<file path="src/source/cfg_ram_macros.svh">
// Shared widths and RAM latency for the config RAM block, included by every RTL file that needs them
`ifndef CFG_RAM_MACROS_SVH
`define CFG_RAM_MACROS_SVH

//////////////////////////////////////////////////
// Geometry
//////////////////////////////////////////////////

// Word address width, 32 words per channel table
`define CFG_ADDR_BITS 5

// Payload width of one config word
`define CFG_DATA_BITS 32

//////////////////////////////////////////////////
// Timing
//////////////////////////////////////////////////

// Cycles from read enable to read data at the RAM port
// Address register plus output register
`define CFG_RD_LAT 2

`endif

</file>
<file path="src/source/cfg_ram_pkg.sv">
// Bus, engine, memory and RAM word types shared by the config RAM block modules
`include "cfg_ram_macros.svh"

package cfg_ram_pkg;

    //////////////////////////////////////////////////
    // CPU register bus
    //////////////////////////////////////////////////

    // Request held by the master until rdy
    // page 0 is the RAM, page 1 the status registers
    typedef struct packed {
        logic                      cs;
        logic                      wr;
        logic                      page;
        logic [`CFG_ADDR_BITS-1:0] addr;
        logic [`CFG_DATA_BITS-1:0] wdata;
    } cpu_req_t;

    // Response, rdy is a one-cycle pulse
    typedef struct packed {
        logic                      rdy;
        logic [`CFG_DATA_BITS-1:0] rdata;
    } cpu_rsp_t;

    //////////////////////////////////////////////////
    // Engine and memory side
    //////////////////////////////////////////////////

    // Engine read request
    typedef struct packed {
        logic                      re;
        logic [`CFG_ADDR_BITS-1:0] ra;
    } eng_rd_t;

    // Stored word, even parity on top
    typedef struct packed {
        logic                      par;
        logic [`CFG_DATA_BITS-1:0] data;
    } ram_word_t;

    // One write port and one read port per cycle
    typedef struct packed {
        logic                      we;
        logic [`CFG_ADDR_BITS-1:0] wa;
        ram_word_t                 wd;
        logic                      re;
        logic [`CFG_ADDR_BITS-1:0] ra;
    } mem_cmd_t;

endpackage

</file>
<file path="src/source/cpu_bus_decode.sv">
// CPU bus front end: turns a held request into an enable level and first-cycle strobes per page
module cpu_bus_decode
(
    input  logic                  clk,
    input  logic                  rst,
    input  cfg_ram_pkg::cpu_req_t cpu_req,
    output logic                  ram_en,
    output logic                  ram_ws,
    output logic                  ram_rs,
    output logic                  reg_en,
    output logic                  reg_ws,
    output logic                  reg_rs
);

    // Set after the first cycle of a request
    logic issued;
    // High only on the first cycle cs is seen
    logic first;

    //////////////////////////////////////////////////
    // One strobe per request
    //////////////////////////////////////////////////

    // Cleared as soon as cs drops, master idles at least one cycle
    always_ff @(posedge clk)
    begin
        if (rst)
        begin
            issued <= 1'b0;
        end
        else if (!cpu_req.cs)
        begin
            issued <= 1'b0;
        end
        else
        begin
            issued <= 1'b1;
        end
    end

    assign first = cpu_req.cs & ~issued;

    //////////////////////////////////////////////////
    // Page steering
    //////////////////////////////////////////////////

    // RAM page
    assign ram_en = cpu_req.cs & ~cpu_req.page;
    assign ram_ws = first & ~cpu_req.page & cpu_req.wr;
    assign ram_rs = first & ~cpu_req.page & ~cpu_req.wr;

    // Status page
    assign reg_en = cpu_req.cs & cpu_req.page;
    assign reg_ws = first & cpu_req.page & cpu_req.wr;
    assign reg_rs = first & cpu_req.page & ~cpu_req.wr;

    // Request fields frozen for the whole access, the RAM path samples addr late
    a_req_stable : assert property (
        @(posedge clk) disable iff (rst)
        (cpu_req.cs && $past(cpu_req.cs)) |->
            ($stable(cpu_req.addr) && $stable(cpu_req.wr) && $stable(cpu_req.page))
    );

endmodule

</file>
<file path="src/source/cfg_ram_access.sv">
// RAM port arbiter between engine and CPU with parity generation and checking, placed ahead of the RAM store
`include "cfg_ram_macros.svh"

module cfg_ram_access
(
    input  logic                         clk,
    input  logic                         rst,
    // CPU side, from the bus decoder
    input  logic                         ram_en,
    input  logic                         ram_ws,
    input  logic                         ram_rs,
    input  logic [`CFG_ADDR_BITS-1:0]    addr,
    input  logic [`CFG_DATA_BITS-1:0]    wdata,
    // Engine side
    input  cfg_ram_pkg::eng_rd_t         eng,
    input  logic                         eng_active,
    output logic [`CFG_DATA_BITS-1:0]    eng_rdd,
    // RAM store
    output cfg_ram_pkg::mem_cmd_t        mem_cmd,
    input  cfg_ram_pkg::ram_word_t       rd_word,
    // Status registers
    input  logic                         par_force,
    input  logic                         par_dis,
    output logic                         ram_rdy,
    output logic [`CFG_DATA_BITS-1:0]    ram_rdata,
    output logic                         par_err
);

    localparam int LAT = `CFG_RD_LAT;

    // Engine read this cycle
    logic                         eng_rd;
    // Write path
    logic                         wr_req;
    logic                         wr_d1;
    logic                         wr_ok;
    logic                         par_d1;
    logic                         par_d2;
    // Read path
    logic                         rd_req;
    logic                         rd_pend;
    logic                         rd_grant;
    logic                         rd_any;
    logic [`CFG_ADDR_BITS-1:0]    rd_addr;
    logic                         wr_clash;
    // Delay lines whose last tap lines up with registered read data
    logic [LAT:0]                 ok_pipe;
    logic [LAT:0]                 re_pipe;
    cfg_ram_pkg::ram_word_t       rd_q;
    logic                         par_bad;

    //////////////////////////////////////////////////
    // Write path
    //////////////////////////////////////////////////

    assign wr_req = ram_ws & ram_en;

    // Write reaches the RAM two cycles after its strobe
    always_ff @(posedge clk)
    begin
        if (rst)
        begin
            wr_d1 <= 1'b0;
            wr_ok <= 1'b0;
        end
        else
        begin
            wr_d1 <= wr_req;
            wr_ok <= wr_d1;
        end
    end

    // Even parity with the second stage flipped on force
    always_ff @(posedge clk)
    begin
        par_d1 <= ^wdata;
        par_d2 <= par_d1 ^ par_force;
    end

    //////////////////////////////////////////////////
    // Read arbitration
    //////////////////////////////////////////////////

    assign rd_req = ram_rs & ram_en;
    assign eng_rd = eng.re & eng_active;

    // CPU goes when the engine is idle or wants the same word
    assign rd_grant = rd_pend & (~eng_rd | (eng.ra == addr));

    // Pending CPU read that drops with the request
    always_ff @(posedge clk)
    begin
        if (rst)
        begin
            rd_pend <= 1'b0;
        end
        else if (!ram_en)
        begin
            rd_pend <= 1'b0;
        end
        else if (rd_grant)
        begin
            rd_pend <= 1'b0;
        end
        else if (rd_req)
        begin
            rd_pend <= 1'b1;
        end
    end

    // Engine address owns the port whenever it reads
    assign rd_any  = eng_rd | rd_grant;
    assign rd_addr = eng_rd ? eng.ra : addr;

    // Same-address write in this cycle kills the read
    assign wr_clash = wr_ok & (addr == rd_addr);

    always_comb
    begin
        mem_cmd.we      = wr_ok;
        mem_cmd.wa      = addr;
        mem_cmd.wd.par  = par_d2;
        mem_cmd.wd.data = wdata;
        mem_cmd.re      = rd_any & ~wr_clash;
        mem_cmd.ra      = rd_addr;
    end

    // Engine data straight off the RAM output
    assign eng_rdd = rd_word.data;

    //////////////////////////////////////////////////
    // CPU ready and read data
    //////////////////////////////////////////////////

    always_ff @(posedge clk)
    begin
        if (rst)
        begin
            ok_pipe <= '0;
            re_pipe <= '0;
        end
        else
        begin
            ok_pipe <= {ok_pipe[LAT-1:0], rd_grant | wr_ok};
            re_pipe <= {re_pipe[LAT-1:0], mem_cmd.re};
        end
    end

    // One register stage after the RAM
    always_ff @(posedge clk)
    begin
        rd_q <= rd_word;
    end

    assign ram_rdy   = ok_pipe[LAT];
    assign ram_rdata = rd_q.data;

    //////////////////////////////////////////////////
    // Parity check
    //////////////////////////////////////////////////

    // Odd overall count means a bad word
    assign par_bad = re_pipe[LAT] & ~par_dis & (^{rd_q.par, rd_q.data});

    always_ff @(posedge clk)
    begin
        if (rst)
        begin
            par_err <= 1'b0;
        end
        else
        begin
            par_err <= par_bad;
        end
    end

    // Master keeps cs up until rdy
    a_rdy_in_req : assert property (
        @(posedge clk) disable iff (rst)
        ram_rdy |-> ram_en
    );

endmodule

</file>
<file path="src/source/cfg_ram_store.sv">
// Config word memory: one write port, one read port, registered read address and output
`include "cfg_ram_macros.svh"

module cfg_ram_store
#(
    parameter type word_t = logic [`CFG_DATA_BITS-1:0]
)
(
    input  logic                         clk,
    input  logic                         we,
    input  logic [`CFG_ADDR_BITS-1:0]    wa,
    input  word_t                        wd,
    input  logic                         re,
    input  logic [`CFG_ADDR_BITS-1:0]    ra,
    output word_t                        rd_word
);

    localparam int DEPTH = 2 ** `CFG_ADDR_BITS;

    word_t                        mem [DEPTH];
    // Read stage one
    logic                         re_q;
    logic [`CFG_ADDR_BITS-1:0]    ra_q;

    // Pipeline below is built for exactly two stages
    if (`CFG_RD_LAT != 2)
    begin : g_lat_check
        $error("cfg_ram_store supports a read latency of 2 only");
    end

    //////////////////////////////////////////////////
    // Write port
    //////////////////////////////////////////////////

    always_ff @(posedge clk)
    begin
        if (we)
        begin
            mem[wa] <= wd;
        end
    end

    //////////////////////////////////////////////////
    // Read port
    //////////////////////////////////////////////////

    // Address and enable captured first
    always_ff @(posedge clk)
    begin
        re_q <= re;
        ra_q <= ra;
    end

    // Output register, holds on idle cycles
    always_ff @(posedge clk)
    begin
        if (re_q)
        begin
            rd_word <= mem[ra_q];
        end
    end

endmodule

</file>
<file path="src/source/cfg_status_regs.sv">
// Status page: parity control bits, sticky parity flag and the CPU response mux
`include "cfg_ram_macros.svh"

module cfg_status_regs
(
    input  logic                         clk,
    input  logic                         rst,
    input  logic                         reg_en,
    input  logic                         reg_ws,
    input  logic                         reg_rs,
    input  logic [`CFG_ADDR_BITS-1:0]    addr,
    input  logic [`CFG_DATA_BITS-1:0]    wdata,
    input  logic                         par_err,
    input  logic                         ram_rdy,
    input  logic [`CFG_DATA_BITS-1:0]    ram_rdata,
    output logic                         par_force,
    output logic                         par_dis,
    output logic                         par_flag,
    output cfg_ram_pkg::cpu_rsp_t        cpu_rsp
);

    // Register map
    localparam logic [`CFG_ADDR_BITS-1:0] CTRL_ADDR = `CFG_ADDR_BITS'(0);
    localparam logic [`CFG_ADDR_BITS-1:0] FLAG_ADDR = `CFG_ADDR_BITS'(1);

    logic                         ctrl_we;
    logic                         flag_clr;
    logic                         reg_rdy;
    logic [`CFG_DATA_BITS-1:0]    reg_rdata;

    assign ctrl_we  = reg_en & reg_ws & (addr == CTRL_ADDR);
    assign flag_clr = reg_en & reg_ws & (addr == FLAG_ADDR) & wdata[0];

    //////////////////////////////////////////////////
    // Control and sticky flag
    //////////////////////////////////////////////////

    always_ff @(posedge clk)
    begin
        if (rst)
        begin
            par_force <= 1'b0;
            par_dis   <= 1'b0;
            par_flag  <= 1'b0;
            reg_rdy   <= 1'b0;
        end
        else
        begin
            if (ctrl_we)
            begin
                par_force <= wdata[0];
                par_dis   <= wdata[1];
            end
            // New error beats a clear
            if (par_err)
            begin
                par_flag <= 1'b1;
            end
            else if (flag_clr)
            begin
                par_flag <= 1'b0;
            end
            // Status access acked one cycle later
            reg_rdy <= reg_en & (reg_ws | reg_rs);
        end
    end

    //////////////////////////////////////////////////
    // Response
    //////////////////////////////////////////////////

    always_comb
    begin
        case (addr)
            CTRL_ADDR: reg_rdata = {{(`CFG_DATA_BITS-2){1'b0}}, par_dis, par_force};
            FLAG_ADDR: reg_rdata = {{(`CFG_DATA_BITS-1){1'b0}}, par_flag};
            default:   reg_rdata = '0;
        endcase
    end

    // Page picked by whichever request is open
    assign cpu_rsp.rdy   = ram_rdy | reg_rdy;
    assign cpu_rsp.rdata = reg_en ? reg_rdata : ram_rdata;

endmodule

</file>
<file path="src/source/cfg_ram_sys.sv">
// Top of the config RAM block: bus decode, access arbiter, RAM store and status registers
`include "cfg_ram_macros.svh"

module cfg_ram_sys
(
    input  logic                         clk,
    input  logic                         rst,
    input  cfg_ram_pkg::cpu_req_t        cpu_req,
    output cfg_ram_pkg::cpu_rsp_t        cpu_rsp,
    input  cfg_ram_pkg::eng_rd_t         eng,
    input  logic                         eng_active,
    output logic [`CFG_DATA_BITS-1:0]    eng_rdd,
    output logic                         par_flag
);

    // Decoder outputs
    logic                         ram_en;
    logic                         ram_ws;
    logic                         ram_rs;
    logic                         reg_en;
    logic                         reg_ws;
    logic                         reg_rs;
    // RAM side
    cfg_ram_pkg::mem_cmd_t        mem_cmd;
    cfg_ram_pkg::ram_word_t       rd_word;
    // Access to status
    logic                         ram_rdy;
    logic [`CFG_DATA_BITS-1:0]    ram_rdata;
    logic                         par_err;
    logic                         par_force;
    logic                         par_dis;

    //////////////////////////////////////////////////
    // Input side
    //////////////////////////////////////////////////

    cpu_bus_decode u_decode
    (
        .clk     (clk),
        .rst     (rst),
        .cpu_req (cpu_req),
        .ram_en  (ram_en),
        .ram_ws  (ram_ws),
        .ram_rs  (ram_rs),
        .reg_en  (reg_en),
        .reg_ws  (reg_ws),
        .reg_rs  (reg_rs)
    );

    //////////////////////////////////////////////////
    // Arbiter and memory
    //////////////////////////////////////////////////

    cfg_ram_access u_access
    (
        .clk        (clk),
        .rst        (rst),
        .ram_en     (ram_en),
        .ram_ws     (ram_ws),
        .ram_rs     (ram_rs),
        .addr       (cpu_req.addr),
        .wdata      (cpu_req.wdata),
        .eng        (eng),
        .eng_active (eng_active),
        .eng_rdd    (eng_rdd),
        .mem_cmd    (mem_cmd),
        .rd_word    (rd_word),
        .par_force  (par_force),
        .par_dis    (par_dis),
        .ram_rdy    (ram_rdy),
        .ram_rdata  (ram_rdata),
        .par_err    (par_err)
    );

    // Word type carries the parity bit
    cfg_ram_store #(.word_t(cfg_ram_pkg::ram_word_t)) u_store
    (
        .clk     (clk),
        .we      (mem_cmd.we),
        .wa      (mem_cmd.wa),
        .wd      (mem_cmd.wd),
        .re      (mem_cmd.re),
        .ra      (mem_cmd.ra),
        .rd_word (rd_word)
    );

    //////////////////////////////////////////////////
    // Output side
    //////////////////////////////////////////////////

    cfg_status_regs u_status
    (
        .clk       (clk),
        .rst       (rst),
        .reg_en    (reg_en),
        .reg_ws    (reg_ws),
        .reg_rs    (reg_rs),
        .addr      (cpu_req.addr),
        .wdata     (cpu_req.wdata),
        .par_err   (par_err),
        .ram_rdy   (ram_rdy),
        .ram_rdata (ram_rdata),
        .par_force (par_force),
        .par_dis   (par_dis),
        .par_flag  (par_flag),
        .cpu_rsp   (cpu_rsp)
    );

endmodule

</file>
<file path="config.mk">
export PLATFORM = sky130hd
export DESIGN_NAME = cfg_ram_sys
export DESIGN_NICKNAME = d
export VERILOG_FILES = /design/src/source/cfg_ram_pkg.sv /design/src/source/cpu_bus_decode.sv /design/src/source/cfg_ram_access.sv /design/src/source/cfg_ram_store.sv /design/src/source/cfg_status_regs.sv /design/src/source/cfg_ram_sys.sv
export VERILOG_INCLUDE_DIRS = /design/src /design/src/source
export SDC_FILE = /design/constraint.sdc
export NUM_CORES = 1
export LEC_CHECK = 0
export BUFFER_PORTS_ARGS = -buffer_cell sky130_fd_sc_hd__clkbuf_2
export CAP_MARGIN = 20
export CORE_MARGIN = 2
export CORE_UTILIZATION = 35
export DETAILED_ROUTE_END_ITERATION = 16
export PLACE_DENSITY = 0.49
export SLEW_MARGIN = 40
export SYNTH_ARGS = -nofsm -noshare
export SYNTH_HDL_FRONTEND = slang
export SYNTH_SLANG_ARGS = --single-unit
</file>
<file path="constraint.sdc">
create_clock -name clk -period 4.8 [get_ports clk]
set_clock_uncertainty 0.2 [all_clocks]
set_input_delay 0.48 -clock clk [delete_from_list [all_inputs] [get_ports clk]]
set_output_delay 0.48 -clock clk [all_outputs]
set_load 0.01 [all_outputs]
</file>
==> flow_metrics.py, run 1 <==
metrics = {
    "status": {
        "status": "complete, no violations",
    },
    "worst_hold_path": {
        "hold_start": "cpu_req[0]",
        "hold_end": "u_store.mem[13][0]$_DFFE_PP_",
        "hold_path.class": "primary input to register",
        "hold_path_depth": 1,
    },
    "placement": {
        "post-place-cells": 3756,
        "routabilityCongestion": 0.757,
        "placed_area_sq_um": 47200,
        "port_buffers": 114,
        "dp_hpwl_um": 67700,
    },
    "setup_path": {
        "reg2reg_depth": 6,
        "cp_max_fo": 35,
        "arrival_ns": 3.73,
        "r2r_setup_slack_ns": 1.28,
        "crit_type": "register to register",
        "cp-start-kind": "register",
        "critPathCaptureType": "register",
        "required_ns": 5.00,
        "worst_r2r_endpoint": "u_store.rd_word[15]$_DFFE_PP_",
        "reg2reg_from": "u_store.ra_q[1]$_DFF_P_",
    },
    "synthesis": {
        "syn_inst": 2033,
        "yosys.cell_types.count": 31,
        "syn-cell-area_sq_um": 44100,
        "yosysSeqAreaShare_pct": 76.8,
        "ys_ff_latch": 1145,
        "postSynthAreaPerCell_sq_um": 21.7,
        "synth_nets": 2082,
        "yosys_warnings": 0,
    },
    "global_routing": {
        "grt.overflow.total": 0,
        "antenna_found_initial": 8,
        "grt_usage_pct": 17.5,
        "grt_pass1_wl_um": 161000,
        "grt_pass1_vias": 21500,
        "grt_max_degree": 55,
    },
    "floorplan": {
        "core_sq_um": 125000,
        "dieWidth_um": 359,
        "dieArea_sq_um": 129000,
        "initial_utilization_pct": 35.2,
        "die_h_um": 359,
        "num_io_pins": 115,
        "rows": 130,
    },
    "sta": {
        "finalCriticalPeriod_ns": 3.52,
        "timing.final.crit_share_pct": 73.4,
        "maxSlewViolCount": 0,
        "grt_setup_unrepaired": "no",
        "worst_slew_pin_slew_ns": 0.854,
        "report.final.hold_viol_count": 0,
        "setup_tns_ns": 0,
        "slew-limit-headroom_pct": 43.0,
        "finalSetupViolCount": 0,
        "fmax_mhz": 284,
    },
    "route": {
        "drc": 0,
        "ant_nets": 0,
        "drtIter0Drc": 2153,
        "wl_um": 113000,
        "wire_per_inst_um": 28.4,
        "vias": 20700,
        "avgViaCountPerCell": 5.19,
        "drt-pass1-iter-count": 7,
    },
    "cts": {
        "cts_tree": "built",
        "numCtsBuffers": 115,
        "cts_max_level": 3,
        "post_cts_buffers": 0,
        "cts-root-buf": "clkbuf_16",
        "clk-insertion-delay-late_ns": 0.69,
        "cts_sinks": 1145,
        "clockBufferDepth": 3,
        "postCtsHoldBufs": 10,
        "ctsResizeCount": 0,
        "clk_pin_slew_ns": 0.07,
    },
    "final_layout": {
        "final_layout_size_suffix_gt1_share_pct": 33.4,
        "final_common_cell": "edfxtp_1",
        "final_nets": 2285,
        "final_cell_mix": "edfxtp_1, mux4_2, clkbuf_16, clkbuf_2, buf_4",
        "design_area_sq_um": 51200,
        "fin_cells": 3987,
        "syn_to_final_growth_pct": 16.2,
        "fillers": 11100,
    },
    "job": {
        "drv_cap": 0,
    },
    "power": {
        "power.static_leakage_uw": 0.0163,
        "power_density_nw_per_um2": 431,
        "fin_total_pwr_uw": 22100,
        "vdd_ir_drop_max_v": 0.000266,
    },
}
## final cells by class
class	instances	area, sq um	share of cell area (%)
sequential	1145	33800	66.1
clock inverter	52	534	1.04
clock buffer	161	3310	6.45
antenna	5	12.5	0.0244
multi-input combinational	750	9770	19.1
tap	1650	2060	4.03
timing repair buffer	224	1680	3.28
## report_power, final
part           switching [uW]  internal [uW]
Sequential                201          11100
Combinational             972            739
Clock                    3740           5320
## kinds of logic (layout without fill, tap and decap cells)
logic type	Yosys count	in the layout	synth area share (%)
xor gates and xnor gates	66	66	1.37
other	0	5	0
muxes	406	406	16.9
buffers and inverters	138	437	1.69
AOI/OAI and AO/OA	106	106	1.41
and+or+nand+nor	172	172	1.85
DFF	1145	1145	76.8
## flip-flops by register name, indices dropped and copies added, names as in the netlist
signal,cells
u_store.mem,1056
u_store.rd_word,33
u_access.ram_rdata,32
u_store.ra_q,5
u_access.ok_pipe,3
u_access.re_pipe,3
u_access.par_d1,1
u_access.par_d2,1
u_access.par_err,1
u_access.rd_pend,1
u_access.rd_q,1
u_access.wr_d1,1
u_access.wr_ok,1
u_decode.issued,1
u_status.par_dis,1
u_status.par_flag,1
u_status.par_force,1
u_status.reg_rdy,1
u_store.re_q,1
## Yosys cell counts (all sizes together)
library cell     n  area (sq um)
or2              3          18.8
edfxtp        1089         32700
mux2i           70           701
a211oi          33           248
a41o             1          10.0
a22o             1          8.76
xnor3            2          45.0
nor2b            7          43.8
nand2b           2          12.5
nand2           39           146
dfxtp           56          1120
and2            30           188
xor2             7          61.3
mux4           264          5950
xnor2           57           499
nor3             2          15.0
buf             84           542
o21ai           35           175
a21oi           36           180
nand3            3          15.0
or3              3          28.8
or3b             3          26.3
nor2            75           282
mux2            72           811
clkbuf          54           203
nand3b           5          37.5
## stage by stage
step	utilization [%]	setup WS, ns	hold slack [ns]
global route	40.9	1.09	0.0648
finish	40.9	1.28	0.0869
CTS	40.8	1.21	0.0355
global placement	37.6	1.25	0.131
detailed placement	37.7	1.21	0.133
floorplan	-	1.42	0.123
## worst max-delay path, stage by stage, from the launching register on
cell	delay, ns
dfxtp_4	0.76
buf_12	0.33
buf_4	0.26
mux4_2	0.55
mux2_2	0.28
a211oi_1	0.63
a21oi_1	0.08
## routing by layer
| metal | up-vias | GRT usage [%] | part of all wire (%) |
|---|---|---|---|
| met5 | - | 0 | 0.011 |
| met4 | 2 | 3.74 | 1.5 |
| met3 | 123 | 3.30 | 6.3 |
| met2 | 626 | 26.8 | 46 |
| met1 | 11200 | 26.1 | 47 |
| li1 | 8730 | - | - |
## worst max path at each step
stage                                          endpoint  depth (start not counted)  slack, ns               startpoint
final                     u_store.rd_word[15]$_DFFE_PP_                          6       1.28  u_store.ra_q[1]$_DFF_P_
after global routing      u_store.rd_word[15]$_DFFE_PP_                          7       1.09  u_store.ra_q[1]$_DFF_P_
after CTS                 u_store.rd_word[15]$_DFFE_PP_                          6       1.21  u_store.ra_q[1]$_DFF_P_
after detailed placement  u_store.rd_word[15]$_DFFE_PP_                          6       1.21  u_store.ra_q[1]$_DFF_P_
after global placement    u_store.rd_word[15]$_DFFE_PP_                          6       1.25  u_store.ra_q[1]$_DFF_P_
after floorplan            u_store.mem[24][0]$_DFFE_PP_                          4       1.42              cpu_req[32]
Power figures use the tool's default switching activity.
==> run 2: changes to the inputs <==
- PLACE_DENSITY: 0.49 -> 0.51
- clock period: 4.8 -> 2.8 ns (I/O delays scaled with it)
==> run 2 against run 1 <==
Against the previous run: final area grew 2.7%; die area is the same; sequential power grew 71%; power grew 72%; fmax grew 34%; flip-flop and latch count is the same; global-route usage grew 1.0 points.
==> flow_metrics.py, run 2 (same netlist as run 1, synthesis figures left out) <==
metrics = {
    "power": {
        "p_seq_share_pct": 50.8,
        "combinationalPowerShare_pct": 7.9,
        "power_density_nw_per_um2": 721,
        "power.static_leakage_uw": 0.0169,
        "p_clk_share_pct": 41.3,
        "vdd_ir_drop_max_v": 0.000519,
        "p_switching_uw": 8370,
        "fin_total_pwr_uw": 37900,
        "p_sw_share_pct": 22.1,
        "intPower_uw": 29600,
    },
    "cts": {
        "cts-root-buf": "clkbuf_16",
        "clk-insertion-delay-late_ns": 0.70,
        "cts_max_level": 3,
        "cts_tree": "built",
        "clk_pin_slew_ns": 0.06,
        "cts_sinks": 1145,
        "clockBufferDepth": 3,
        "post_cts_buffers": 0,
        "numCtsBuffers": 116,
        "ctsResizeCount": 0,
    },
    "global_routing": {
        "grt.overflow.total": 0,
        "antenna_found_initial": 7,
        "gr-usage-met2_pct": 29.8,
        "grt_use_met3_pct": 2.68,
        "grt_usage_pct": 18.5,
        "grt_pass1_vias": 22000,
        "busiest_layer": "met2",
        "grt_max_degree": 45,
        "met1_usage_pct": 26.7,
        "grt_pass1_wl_um": 169000,
    },
    "final_layout": {
        "utilization_pct": 42.0,
        "largest_reg_flops": 1056,
        "design_area_sq_um": 52600,
        "num_antenna_cells": 0,
        "top_register": "u_store.mem",
        "final_nets": 2390,
        "final_common_cell": "edfxtp_1",
        "final_cell_mix": "edfxtp_1, mux4_2, clkbuf_16, clkbuf_2, buf_4",
        "final_layout_size_suffix_gt1_share_pct": 34.7,
        "fin_cells": 4089,
        "fillers": 10900,
        "syn_to_final_growth_pct": 19.3,
    },
    "route": {
        "avgViaCountPerCell": 5.23,
        "wire_per_inst_um": 29.5,
        "drtIter0Drc": 2144,
        "ant_nets": 0,
        "wl_um": 120000,
        "vias": 21400,
        "drt-pass1-iter-count": 5,
        "drc": 0,
    },
    "sta": {
        "report.final.hold_viol_count": 0,
        "finalSetupViolCount": 0,
        "maxSlewViolCount": 0,
        "slew-limit-headroom_pct": 46.1,
        "worst_slew_pin_slew_ns": 0.808,
        "finalCriticalPeriod_ns": 2.62,
        "grt_setup_unrepaired": "no",
        "fmax_mhz": 381,
        "timing.final.crit_share_pct": 93.6,
    },
    "setup_path": {
        "reg2reg_from": "u_store.ra_q[1]$_DFF_P_",
        "worst_r2r_endpoint": "u_store.rd_word[22]$_DFFE_PP_",
        "arrival_ns": 2.86,
        "critPathCaptureType": "register",
        "crit_type": "register to register",
        "reg2reg_depth": 8,
        "required_ns": 3.04,
        "cp-start-kind": "register",
        "r2r_setup_slack_ns": 0.18,
        "cp_max_fo": 25,
    },
    "floorplan": {
        "num_io_pins": 115,
        "core_sq_um": 125000,
        "initial_utilization_pct": 35.2,
        "dieWidth_um": 359,
        "dieArea_sq_um": 129000,
        "rows": 130,
        "die_h_um": 359,
    },
    "status": {
        "status": "complete, no violations",
    },
    "worst_hold_path": {
        "hold_path_depth": 2,
        "hold_end": "u_store.mem[11][24]$_DFFE_PP_",
        "hold_start": "cpu_req[24]",
        "hold_path.class": "primary input to register",
    },
    "placement": {
        "port_buffers": 114,
        "placed_area_sq_um": 48200,
        "post-place-cells": 3825,
        "routabilityCongestion": 0.759,
        "dp_hpwl_um": 69000,
    },
    "job": {
        "drv_cap": 0,
    },
}
[run 2: cell count changes in the layout (fill, tap and decap cells not counted), moves of 5 or more]
| cell | before | now |
|---|---|---|
| buf_12 | 17 | 62 |
| dlygate4sd3_1 | 10 | 48 |
| buf_4 | 77 | 104 |
| clkinv_2 | 20 | 30 |
| clkbuf_8 | 17 | 11 |
| diode_2 | 5 | 0 |
[run 2: layer usage]
| metal | vias to the layer above | wire, um |
|---|---|---|
| met2 | 613 | 57800 |
| met5 | - | 12 |
| met4 | 2 | 1990 |
| li1 | 8950 | - |
| met1 | 11700 | 54500 |
| met3 | 136 | 6170 |
[run 2: layout make-up]
| type | count | area (sq um) | share of cell area [%] |
|---|---|---|---|
| sequential | 1145 | 33800 | 64.4 |
| clock inverter | 63 | 644 | 1.23 |
| tap | 1650 | 2060 | 3.93 |
| timing repair buffer | 328 | 3070 | 5.84 |
| multi-input combinational | 750 | 9740 | 18.5 |
| clock buffer | 153 | 3220 | 6.12 |
[run 2: per-stage QoR]
| stage | hold WS [ns] | worst slack (ns) | TNS (ns) |
|---|---|---|---|
| floorplan | 0.123 | -0.377 | -150.01 |
| global placement | 0.129 | 0.116 | 0 |
| detailed placement | 0.127 | 0.130 | 0 |
| CTS | 0.00710 | 0.155 | 0 |
| global route | 0.0395 | 0.0538 | 0 |
| finish | 0.0115 | 0.178 | 0 |
[run 2: repair_timing]
action / CTS / global route
hold buffers: 48 / 0
hold endpoints to repair: 912 / 0
endpoints found under the setup margin: 0 / 0
[run 2: worst max-delay path: stages, from the launching register on]
cell	delay, ns
dfxtp_4	0.39
buf_12	0.18
buf_12	0.25
buf_4	0.26
mux4_2	0.51
mux2i_1	0.17
nor2_1	0.06
a211oi_1	0.25
a21oi_1	0.06
[run 2: how the worst max path moves through the flow]
stage | startpoint | end | depth (start not counted)
3_3_place_gp | u_store.ra_q[1]$_DFF_P_ | u_store.rd_word[22]$_DFFE_PP_ | 7
6_report | u_store.ra_q[1]$_DFF_P_ | u_store.rd_word[22]$_DFFE_PP_ | 8
2_1_floorplan | cpu_req[32] | u_store.mem[24][0]$_DFFE_PP_ | 4
5_1_grt | u_store.ra_q[1]$_DFF_P_ | u_store.rd_word[22]$_DFFE_PP_ | 8
4_1_cts | u_store.ra_q[1]$_DFF_P_ | u_store.rd_word[22]$_DFFE_PP_ | 8
3_5_place_dp | u_store.ra_q[1]$_DFF_P_ | u_store.rd_word[22]$_DFFE_PP_ | 8
[run 2: power groups by stage]
stage          Combinational [uW]  Clock [uW]  Sequential, uW
5_1_grt                      3210       16600           19300
6_report                     2990       15700           19300
4_1_cts                      3050       16000           19300
3_3_place_gp                 2960           0           19600
3_5_place_dp                 2990           0           19600
2_1_floorplan                1830           0           19500
